`config.mk`:
```
export PLATFORM = sky130hd
export DESIGN_NAME = ahbSwitch
export DESIGN_NICKNAME = d
export VERILOG_FILES = /design/src/verilog/ahbSwitchPkg.sv /design/src/verilog/addressDecoder.sv /design/src/verilog/masterPort.sv /design/src/verilog/switchArbiter.sv /design/src/verilog/slavePort.sv /design/src/verilog/ahbSwitch.sv
export VERILOG_INCLUDE_DIRS = /design/src /design/src/verilog
export SDC_FILE = /design/constraint.sdc
export NUM_CORES = 1
export LEC_CHECK = 0
export ABC_AREA = 1
export ABC_CLOCK_PERIOD_IN_PS = 3300
export BUFFER_PORTS_ARGS = -buffer_cell sky130_fd_sc_hd__buf_2
export CORE_AREA = 2 2 165 167
export DETAILED_ROUTE_END_ITERATION = 10
export DIE_AREA = 0 0 167 169
export SLEW_MARGIN = 20
export SYNTH_ARGS = -nofsm -noshare
export SYNTH_HDL_FRONTEND = slang
export SYNTH_SLANG_ARGS = --single-unit
```
`constraint.sdc`:
```
create_clock -name HCLK -period 3.3 [get_ports HCLK]
set_input_delay 0.33 -clock HCLK [delete_from_list [all_inputs] [get_ports HCLK]]
set_output_delay 0.33 -clock HCLK [all_outputs]
set_load 0.1 [all_outputs]
```
`src/verilog/ahbSwitch_config.svh`:
```
// AHB switch configuration
`ifndef AHBSWITCH_CONFIG_SVH
`define AHBSWITCH_CONFIG_SVH

// Bus widths
`define AHB_ADDR_WIDTH 32
`define AHB_DATA_WIDTH 32

// Port counts on both sides of the switch
`define SWITCH_MASTERS 2
`define SWITCH_SLAVES 2
// Enough bits to name one master port
`define MASTER_INDEX_WIDTH 1

// Fixed address map
// Selected when (addr & mask) == (base & mask)
`define SLAVE0_BASE 32'h0000_0000
`define SLAVE0_MASK 32'hF000_0000
`define SLAVE1_BASE 32'h1000_0000
`define SLAVE1_MASK 32'hF000_0000

`endif

```
`src/verilog/ahbSwitchPkg.sv`:
```
// AHB switch shared types
`include "ahbSwitch_config.svh"

package ahbSwitchPkg;

  //////////////////////////////////////////////////
  // Bus encodings
  //////////////////////////////////////////////////

  // AHB HTRANS encoding
  typedef enum logic [1:0]
  {
    IDLE   = 2'b00,
    BUSY   = 2'b01,
    NONSEQ = 2'b10,
    SEQ    = 2'b11
  } htrans_e;

  // Address phase signals from one master
  typedef struct packed
  {
    logic                       hSel;
    logic [`AHB_ADDR_WIDTH-1:0] hAddr;
    logic                       hWrite;
    logic [2:0]                 hSize;
    htrans_e                    hTrans;
  } ahbRequest_t;

  // Response signals from one slave
  typedef struct packed
  {
    logic [`AHB_DATA_WIDTH-1:0] hRData;
    logic                       hReadyOut;
    logic                       hResp;
  } ahbResponse_t;

  //////////////////////////////////////////////////
  // Control state encodings
  //////////////////////////////////////////////////

  // Data phase owner of one slave
  typedef enum logic [1:0]
  {
    GRANT_NONE = 2'd0,
    GRANT_M0   = 2'd1,
    GRANT_M1   = 2'd2
  } grantState_e;

  // Two cycle error response sequence
  typedef enum logic [1:0]
  {
    ERR_IDLE   = 2'd0,
    ERR_FIRST  = 2'd1,
    ERR_SECOND = 2'd2
  } errorState_e;

endpackage

```
`src/verilog/addressDecoder.sv`:
```
// AHB switch address decoder
`timescale 1ns/10ps
`include "ahbSwitch_config.svh"

module addressDecoder
(
  input  logic [`AHB_ADDR_WIDTH-1:0] hAddr,
  input  logic                       hSel,
  output logic [`SWITCH_SLAVES-1:0]  slaveSelect,
  output logic                       noSlave
);

  // Map taken from the config header
  localparam logic [`AHB_ADDR_WIDTH-1:0] SlaveBase [`SWITCH_SLAVES] =
    '{`SLAVE0_BASE, `SLAVE1_BASE};
  localparam logic [`AHB_ADDR_WIDTH-1:0] SlaveMask [`SWITCH_SLAVES] =
    '{`SLAVE0_MASK, `SLAVE1_MASK};

  // Raw hits before priority
  logic [`SWITCH_SLAVES-1:0] match;

  always_comb
  begin
    for (int s = 0; s < `SWITCH_SLAVES; s++)
      match[s] = (hAddr & SlaveMask[s]) == (SlaveBase[s] & SlaveMask[s]);
  end

  // First hit wins so overlapping windows go to the lower slave
  always_comb
  begin
    logic found;
    found       = 1'b0;
    slaveSelect = '0;
    for (int s = 0; s < `SWITCH_SLAVES; s++)
    begin
      if (hSel && match[s] && !found)
      begin
        slaveSelect[s] = 1'b1;
        found          = 1'b1;
      end
    end
  end

  // Unmapped access gets the error response upstream
  assign noSlave = hSel && !(|match);

endmodule

```
`src/verilog/masterPort.sv`:
```
// AHB switch master port
`timescale 1ns/10ps
`include "ahbSwitch_config.svh"

module masterPort
(
  input  logic                               HCLK,
  input  logic                               reset,
  // AHB master side
  input  ahbSwitchPkg::ahbRequest_t          masterRequest,
  input  logic                               masterReady,
  output ahbSwitchPkg::ahbResponse_t         masterResponse,
  // Decoder result for portRequest
  input  logic [`SWITCH_SLAVES-1:0]          slaveSelect,
  input  logic                               noSlave,
  // Arbiter handshake
  input  logic                               granted,
  input  logic [$clog2(`SWITCH_SLAVES)-1:0]  dataSlave,
  input  logic                               dataValid,
  input  ahbSwitchPkg::ahbResponse_t         slaveResponses [`SWITCH_SLAVES],
  output ahbSwitchPkg::ahbRequest_t          portRequest
);

  //////////////////////////////////////////////////
  // Address phase buffer
  //////////////////////////////////////////////////

  logic                      bufferValid;
  ahbSwitchPkg::ahbRequest_t bufferRequest;
  logic                      liveActive;
  logic                      liveAccept;
  ahbSwitchPkg::errorState_e errorState;

  // NONSEQ or SEQ with hSel
  assign liveActive = masterRequest.hSel &&
                      (masterRequest.hTrans == ahbSwitchPkg::NONSEQ ||
                       masterRequest.hTrans == ahbSwitchPkg::SEQ);

  // Master samples its own address phase here
  assign liveAccept = !bufferValid && masterReady && liveActive;

  // Buffered phase takes over until the arbiter grants it
  always_comb
  begin
    if (bufferValid)
    begin
      portRequest = bufferRequest;
    end
    else
    begin
      portRequest      = masterRequest;
      // Not sampled yet while the master waits
      portRequest.hSel = masterRequest.hSel && masterReady;
    end
  end

  always_ff @(posedge HCLK)
  begin
    if (reset)
      bufferValid <= 1'b0;
    else if (liveAccept && (|slaveSelect) && !granted)
      bufferValid <= 1'b1;
    else if (bufferValid && granted)
      bufferValid <= 1'b0;
  end

  // Stored address phase while it waits for a grant
  always_ff @(posedge HCLK)
  begin
    if (liveAccept && !granted)
      bufferRequest <= masterRequest;
  end

  //////////////////////////////////////////////////
  // Error response for unmapped addresses
  //////////////////////////////////////////////////

  always_ff @(posedge HCLK)
  begin
    if (reset)
      errorState <= ahbSwitchPkg::ERR_IDLE;
    else
    begin
      case (errorState)
        ahbSwitchPkg::ERR_IDLE:
          if (liveAccept && noSlave)
            errorState <= ahbSwitchPkg::ERR_FIRST;
        ahbSwitchPkg::ERR_FIRST:
          errorState <= ahbSwitchPkg::ERR_SECOND;
        // Ready is high here so a new unmapped access may follow at once
        ahbSwitchPkg::ERR_SECOND:
          errorState <= (liveAccept && noSlave) ? ahbSwitchPkg::ERR_FIRST
                                                : ahbSwitchPkg::ERR_IDLE;
        default:
          errorState <= ahbSwitchPkg::ERR_IDLE;
      endcase
    end
  end

  //////////////////////////////////////////////////
  // Response back to the master
  //////////////////////////////////////////////////

  always_comb
  begin
    masterResponse.hRData = slaveResponses[dataSlave].hRData;
    if (errorState == ahbSwitchPkg::ERR_FIRST)
    begin
      masterResponse.hReadyOut = 1'b0;
      masterResponse.hResp     = 1'b1;
    end
    else if (errorState == ahbSwitchPkg::ERR_SECOND)
    begin
      masterResponse.hReadyOut = 1'b1;
      masterResponse.hResp     = 1'b1;
    end
    // Stall while the buffered phase waits for its slave
    else if (bufferValid)
    begin
      masterResponse.hReadyOut = 1'b0;
      masterResponse.hResp     = 1'b0;
    end
    else if (dataValid)
    begin
      masterResponse.hReadyOut = slaveResponses[dataSlave].hReadyOut;
      masterResponse.hResp     = slaveResponses[dataSlave].hResp;
    end
    else
    begin
      masterResponse.hReadyOut = 1'b1;
      masterResponse.hResp     = 1'b0;
    end
  end

  // Error sequence never overlaps a stalled or running slave data phase
  errorAlone: assert property (@(posedge HCLK) disable iff (reset)
    (errorState != ahbSwitchPkg::ERR_IDLE) |-> (!bufferValid && !dataValid));

endmodule

```
`src/verilog/switchArbiter.sv`:
```
// AHB switch arbiter
`timescale 1ns/10ps
`include "ahbSwitch_config.svh"

module switchArbiter
(
  input  logic                               HCLK,
  input  logic                               reset,
  input  ahbSwitchPkg::ahbRequest_t          portRequests   [`SWITCH_MASTERS],
  input  logic [`SWITCH_SLAVES-1:0]          slaveSelects   [`SWITCH_MASTERS],
  input  ahbSwitchPkg::ahbResponse_t         slaveResponses [`SWITCH_SLAVES],
  // Per master
  output logic [`SWITCH_MASTERS-1:0]         granted,
  output logic [$clog2(`SWITCH_SLAVES)-1:0]  dataSlave      [`SWITCH_MASTERS],
  output logic [`SWITCH_MASTERS-1:0]         dataValid,
  // Per slave
  output logic [`MASTER_INDEX_WIDTH-1:0]     addrOwner      [`SWITCH_SLAVES],
  output logic [`SWITCH_SLAVES-1:0]          addrValid
);

  localparam int SlaveIndexWidth = $clog2(`SWITCH_SLAVES);

  logic [`SWITCH_MASTERS-1:0]                     reqActive;
  logic [`SWITCH_SLAVES-1:0]                      accepted;
  logic [`SWITCH_MASTERS-1:0][`SWITCH_SLAVES-1:0] grantMatrix;
  ahbSwitchPkg::grantState_e                      grantState [`SWITCH_SLAVES];

  // Only NONSEQ and SEQ compete for a slave
  always_comb
  begin
    for (int m = 0; m < `SWITCH_MASTERS; m++)
      reqActive[m] = portRequests[m].hSel &&
                     (portRequests[m].hTrans == ahbSwitchPkg::NONSEQ ||
                      portRequests[m].hTrans == ahbSwitchPkg::SEQ);
  end

  //////////////////////////////////////////////////
  // Address phase ownership per slave
  //////////////////////////////////////////////////

  for (genvar s = 0; s < `SWITCH_SLAVES; s++)
  begin : gSlave
    logic [`SWITCH_MASTERS-1:0] requesters;

    always_comb
    begin
      for (int m = 0; m < `SWITCH_MASTERS; m++)
        requesters[m] = reqActive[m] && slaveSelects[m][s];
    end

    // Fixed priority with master 0 highest
    always_comb
    begin
      addrOwner[s] = '0;
      for (int m = `SWITCH_MASTERS - 1; m >= 0; m--)
        if (requesters[m])
          addrOwner[s] = `MASTER_INDEX_WIDTH'(m);
    end

    // Free slave or current data phase finishing
    assign addrValid[s] = (|requesters) &&
                          (grantState[s] == ahbSwitchPkg::GRANT_NONE ||
                           slaveResponses[s].hReadyOut);
    assign accepted[s]  = addrValid[s] && slaveResponses[s].hReadyOut;

    // Owner holds the slave until its data phase ends
    always_ff @(posedge HCLK)
    begin
      if (reset)
        grantState[s] <= ahbSwitchPkg::GRANT_NONE;
      else if (accepted[s])
        grantState[s] <= ahbSwitchPkg::grantState_e'({1'b0, addrOwner[s]} + 2'd1);
      else if (slaveResponses[s].hReadyOut)
        grantState[s] <= ahbSwitchPkg::GRANT_NONE;
    end
  end

  //////////////////////////////////////////////////
  // Per master grant and data phase slave
  //////////////////////////////////////////////////

  always_comb
  begin
    for (int m = 0; m < `SWITCH_MASTERS; m++)
    begin
      dataValid[m] = 1'b0;
      dataSlave[m] = '0;
      for (int s = 0; s < `SWITCH_SLAVES; s++)
      begin
        grantMatrix[m][s] = accepted[s] && (addrOwner[s] == `MASTER_INDEX_WIDTH'(m));
        if (grantState[s] == ahbSwitchPkg::grantState_e'(m + 1))
        begin
          dataValid[m] = 1'b1;
          dataSlave[m] = SlaveIndexWidth'(s);
        end
      end
      granted[m] = |grantMatrix[m];
    end
  end

  for (genvar m = 0; m < `SWITCH_MASTERS; m++)
  begin : gGrantCheck
    singleGrant: assert property (@(posedge HCLK) disable iff (reset)
      $onehot0(grantMatrix[m]));
  end

endmodule

```
`src/verilog/slavePort.sv`:
```
// AHB switch slave port
`timescale 1ns/10ps
`include "ahbSwitch_config.svh"

module slavePort
(
  input  logic                               HCLK,
  input  logic                               reset,
  // From every master port
  input  ahbSwitchPkg::ahbRequest_t          portRequests [`SWITCH_MASTERS],
  input  logic [`AHB_DATA_WIDTH-1:0]         masterWData  [`SWITCH_MASTERS],
  // From the arbiter
  input  logic [`MASTER_INDEX_WIDTH-1:0]     addrOwner,
  input  logic                               addrValid,
  // AHB slave side
  output ahbSwitchPkg::ahbRequest_t          slaveRequest,
  output logic [`AHB_DATA_WIDTH-1:0]         slaveWData,
  output logic                               slaveReady,
  input  ahbSwitchPkg::ahbResponse_t         slaveResponse
);

  //////////////////////////////////////////////////
  // Address phase steering
  //////////////////////////////////////////////////

  // Master whose data phase is on this slave
  logic [`MASTER_INDEX_WIDTH-1:0] dataOwner;
  logic                           addrAccept;

  always_comb
  begin
    slaveRequest = portRequests[addrOwner];
    // Slave sees an idle bus when nobody holds the address phase
    if (!addrValid)
    begin
      slaveRequest.hSel   = 1'b0;
      slaveRequest.hTrans = ahbSwitchPkg::IDLE;
    end
  end

  // Single owner so the slave's own ready is its HREADY
  assign slaveReady = slaveResponse.hReadyOut;

  // Slave samples the address on this edge
  assign addrAccept = addrValid && slaveResponse.hReadyOut;

  //////////////////////////////////////////////////
  // Data phase steering
  //////////////////////////////////////////////////

  always_ff @(posedge HCLK)
  begin
    if (reset)
      dataOwner <= '0;
    else if (addrAccept)
      dataOwner <= addrOwner;
  end

  // Write data follows one cycle behind its address
  assign slaveWData = masterWData[dataOwner];

endmodule

```
`src/verilog/ahbSwitch.sv`:
```
// AHB multi-layer switch
`timescale 1ns/10ps
`include "ahbSwitch_config.svh"

module ahbSwitch
(
  input  logic                        HCLK,
  input  logic                        reset,
  // Master side
  input  ahbSwitchPkg::ahbRequest_t   mstRequest  [`SWITCH_MASTERS],
  input  logic [`AHB_DATA_WIDTH-1:0]  mstWData    [`SWITCH_MASTERS],
  input  logic                        mstReady    [`SWITCH_MASTERS],
  output ahbSwitchPkg::ahbResponse_t  mstResponse [`SWITCH_MASTERS],
  // Slave side
  output ahbSwitchPkg::ahbRequest_t   slvRequest  [`SWITCH_SLAVES],
  output logic [`AHB_DATA_WIDTH-1:0]  slvWData    [`SWITCH_SLAVES],
  output logic                        slvReady    [`SWITCH_SLAVES],
  input  ahbSwitchPkg::ahbResponse_t  slvResponse [`SWITCH_SLAVES]
);

  // Live or buffered request per master
  ahbSwitchPkg::ahbRequest_t              portRequest [`SWITCH_MASTERS];
  logic [`SWITCH_SLAVES-1:0]              slaveSelect [`SWITCH_MASTERS];
  logic                                   noSlave     [`SWITCH_MASTERS];
  // Arbiter results
  logic [`SWITCH_MASTERS-1:0]             granted;
  logic [$clog2(`SWITCH_SLAVES)-1:0]      dataSlave   [`SWITCH_MASTERS];
  logic [`SWITCH_MASTERS-1:0]             dataValid;
  logic [`MASTER_INDEX_WIDTH-1:0]         addrOwner   [`SWITCH_SLAVES];
  logic [`SWITCH_SLAVES-1:0]              addrValid;

  //////////////////////////////////////////////////
  // Master paths
  //////////////////////////////////////////////////

  for (genvar m = 0; m < `SWITCH_MASTERS; m++)
  begin : gMasterPath
    // Decodes what the port forwards
    addressDecoder decoder
    (
      .hAddr       (portRequest[m].hAddr),
      .hSel        (portRequest[m].hSel),
      .slaveSelect (slaveSelect[m]),
      .noSlave     (noSlave[m])
    );

    masterPort port
    (
      .HCLK           (HCLK),
      .reset          (reset),
      .masterRequest  (mstRequest[m]),
      .masterReady    (mstReady[m]),
      .masterResponse (mstResponse[m]),
      .slaveSelect    (slaveSelect[m]),
      .noSlave        (noSlave[m]),
      .granted        (granted[m]),
      .dataSlave      (dataSlave[m]),
      .dataValid      (dataValid[m]),
      .slaveResponses (slvResponse),
      .portRequest    (portRequest[m])
    );
  end

  //////////////////////////////////////////////////
  // Arbitration
  //////////////////////////////////////////////////

  switchArbiter arbiter
  (
    .HCLK           (HCLK),
    .reset          (reset),
    .portRequests   (portRequest),
    .slaveSelects   (slaveSelect),
    .slaveResponses (slvResponse),
    .granted        (granted),
    .dataSlave      (dataSlave),
    .dataValid      (dataValid),
    .addrOwner      (addrOwner),
    .addrValid      (addrValid)
  );

  //////////////////////////////////////////////////
  // Slave paths
  //////////////////////////////////////////////////

  for (genvar s = 0; s < `SWITCH_SLAVES; s++)
  begin : gSlavePath
    slavePort port
    (
      .HCLK          (HCLK),
      .reset         (reset),
      .portRequests  (portRequest),
      .masterWData   (mstWData),
      .addrOwner     (addrOwner[s]),
      .addrValid     (addrValid[s]),
      .slaveRequest  (slvRequest[s]),
      .slaveWData    (slvWData[s]),
      .slaveReady    (slvReady[s]),
      .slaveResponse (slvResponse[s])
    );
  end

endmodule

```
==> reports/results.txt <==
Buffers on Ports: 425
register area: 2630 µm²
Crit path buffers/inverters: 4
Crit Path Class: reg2out
critical path data required time: 2.97 ns
#FFs+latches synth: 90
FP Rows: 60
RSZ-0062 raised after global routing: false
post-CTS resize count: 0
largest net degree at the start of global routing: 70
RePlAce Congestion: 0.808
HP Start: mstRequest[49]
CP Capture Type: output port
Yosys cell types: 27
delay of the slowest critical-path stage: 0.52 ns
CP arrival: 2.71 ns
Multi-input gate area: 3080 µm²
delay-heaviest family, CP: buffers and inverters
H-tree depth: 3
max_slew headroom: 33.1%
status: finished clean
WL/cell: 15.3 µm
first-pass GRT wire length: 38,100 µm
Syn Nets: 1,112
post-synthesis cell count: 898
Compound-Gate Fraction of Synth Area: 17.5%
global route total overflow: 0
Die X: 167 µm
Num CTS Buffers: 9
final net count: 1,504
Startpoint Class: flip-flop
antenna-violating nets left: 0
Vias/cell: 4.50
Detail Placement HPWL: 20,300 µm
pre-CTS WS: 0.610 ns
Fillers: 2,703
setup violators final: 0
Slowest cell on crit path: buf_4
clk sinks: 90
fin crit period: 3.04 ns
most common cell after layout, fill and taps aside: nand2_1
multiplexer share of the synthesized area: 5.05%
initial antenna violation count: 4
PD cells: 444 nW/µm²
Min-Delay Path Class: in2reg
die area: 28,200 µm²
final WL: 25,100 µm
clock buffer depth: 2
met1 Use GR: 21.5%
Starting Density: 23.9%
Post-Synth XOR/XNOR Area: 0%
routed vias: 7,361
Finished Cell Area: 10,200 µm²
vias in the first global route: 6,801
peak fanout along the critical path: 66
clock latency on the worst-skew pair: 0.35 ns
critical path cell sequence: buf_4 -> nand2_1 -> nand2_1 -> nor2_1 -> nand2_1 -> nor2_2 -> nand2_2 -> buf_12 -> inv_1 -> nor2_1 -> buf_12
core area: 26,500 µm²
adder and majority cell fraction of the synthesized area: 0%
CTS tree: done
num ports: 426
CP Launch Point: gMasterPath[1].port.bufferValid
Root Driver: clkbuf_16
Worst-Margin Slew: 1.00 ns
routing usage on met2: 29.5%
fraction of layout cells with a size suffix above 1: 37.6%
LEAKAGE: 5.04 nW
GR Util met3: 4.28%
GRT Util Overall: 17.0%
max-cap violations: 0
VDD IR-drop max: 0.000305 V
ratio of final minimum period to clock period: 92.3%
yosys warns: 0
endpoints failing hold: 0
Slew Viols, Final: 0
DRT iter0 DRCs: 409
commonest non-fill, non-tap cells in the layout: 357 x nand2_1, 348 x buf_2, 142 x o21ai_0, 94 x inv_1, 82 x edfxtp_1
Crit Reg-Reg Startpoint: gMasterPath[1].port.bufferValid
simple-gate share of the synthesized area: 25.7%
DRC viols: 0
Avg Synthesized Cell Area: 7.06 µm²
first drt pass iteration count: 5
Post-CTS Setup Bufs: 0
Die Ht: 169 µm
post-synthesis cell area: 6340 µm²
fmax: 328 MHz
final worst slack: 0.256 ns
Layout area overhead: 61.4%
GRT busiest layer: met2
# hold bufs at CTS: 0
CP dominant cell by count: nand2_1
DP Area: 9920 µm²
sequential area share after synthesis: 41.3%
Worst Clk Skew: 0.0113 ns
main combinational cell family by area after synthesis: simple AND/OR/NAND/NOR gates
Worst-path clk slew: 0.07 ns
[registers in the layout, summed over array words and instances, names as in the netlist]
name / cells
arbiter.grantState: 4
gMasterPath.port.bufferRequest: 78
gMasterPath.port.bufferValid: 2
gMasterPath.port.errorState: 4
gSlavePath.port.dataOwner: 2
[cell type report]
class	instances	share of cell area, %
antenna	2	0.0489
clock buffer	11	2.27
clock inverter	4	0.745
inverter	97	3.56
multi-input combinational	654	30.0
sequential	90	25.7
tap	341	4.17
timing repair buffer	438	33.5
[final timing paths]
kind	endpoint	slack, ns	cells past startpoint
setup reg to reg	gMasterPath[1].port.bufferRequest[18]	0.78	10
hold reg to reg	gMasterPath[1].port.errorState[0]	0.52	3
hold / removal	gMasterPath[0].port.bufferRequest[10]	0.17	1
setup / recovery	slvRequest[74]	0.26	11
[where the power goes]
part	internal (mW)	switching [mW]	total, mW	leakage, nW
logic	0.487	1.66	2.14	4.07
clock network	0.663	0.448	1.11	0.146
registers	1.28	0.0109	1.29	0.826
[Yosys cell counts, drive strengths merged]
| cell type | instances | area share (%) |
|---|---|---|
| nand2 | 360 | 21 |
| o21ai | 200 | 17 |
| inv | 97 | 5.7 |
| edfxtp | 82 | 39 |
| clkbuf | 35 | 2.1 |
| mux2i | 32 | 5.1 |
| nor2 | 30 | 2.1 |
| buf | 22 | 2.6 |
| nand3 | 14 | 1.3 |
| dfxtp | 8 | 2.5 |
| a21oi | 6 | 0.47 |
| nand4 | 3 | 0.30 |
| or2 | 3 | 0.30 |
| nor3 | 2 | 0.16 |
| o2111ai | 2 | 0.28 |
| nor4 | 1 | 0.099 |
| o211ai | 1 | 0.12 |
[per-stage QoR]
stage	hold slack, ns	cells	setup TNS [ns]	utilization (%)	power, mW
2_1_floorplan	0.429	898	-3.05	-	2.84
3_3_place_gp	0.493	1620	0	37.5	3.45
3_5_place_dp	0.513	1620	0	37.5	3.46
4_1_cts	0.154	1635	0	38.6	4.58
5_1_grt	0.158	1636	0	38.6	4.71
6_report	0.167	1637	0	38.6	4.55
[metal layers]
| metal | wire length (µm) | vias to the layer above |
|---|---|---|
| li1 | - | 3705 |
| met1 | 10400 | 3329 |
| met2 | 12500 | 298 |
| met3 | 1820 | 27 |
| met4 | 337 | 2 |
| met5 | 13 | - |
[logic make-up after synthesis]
logic type | count (synthesis)
DFF | 90
AOI/OAI and AO/OA | 209
muxes | 32
buffers and inverters | 154
and+or+nand+nor | 413
Power figures use the tool's default switching activity.
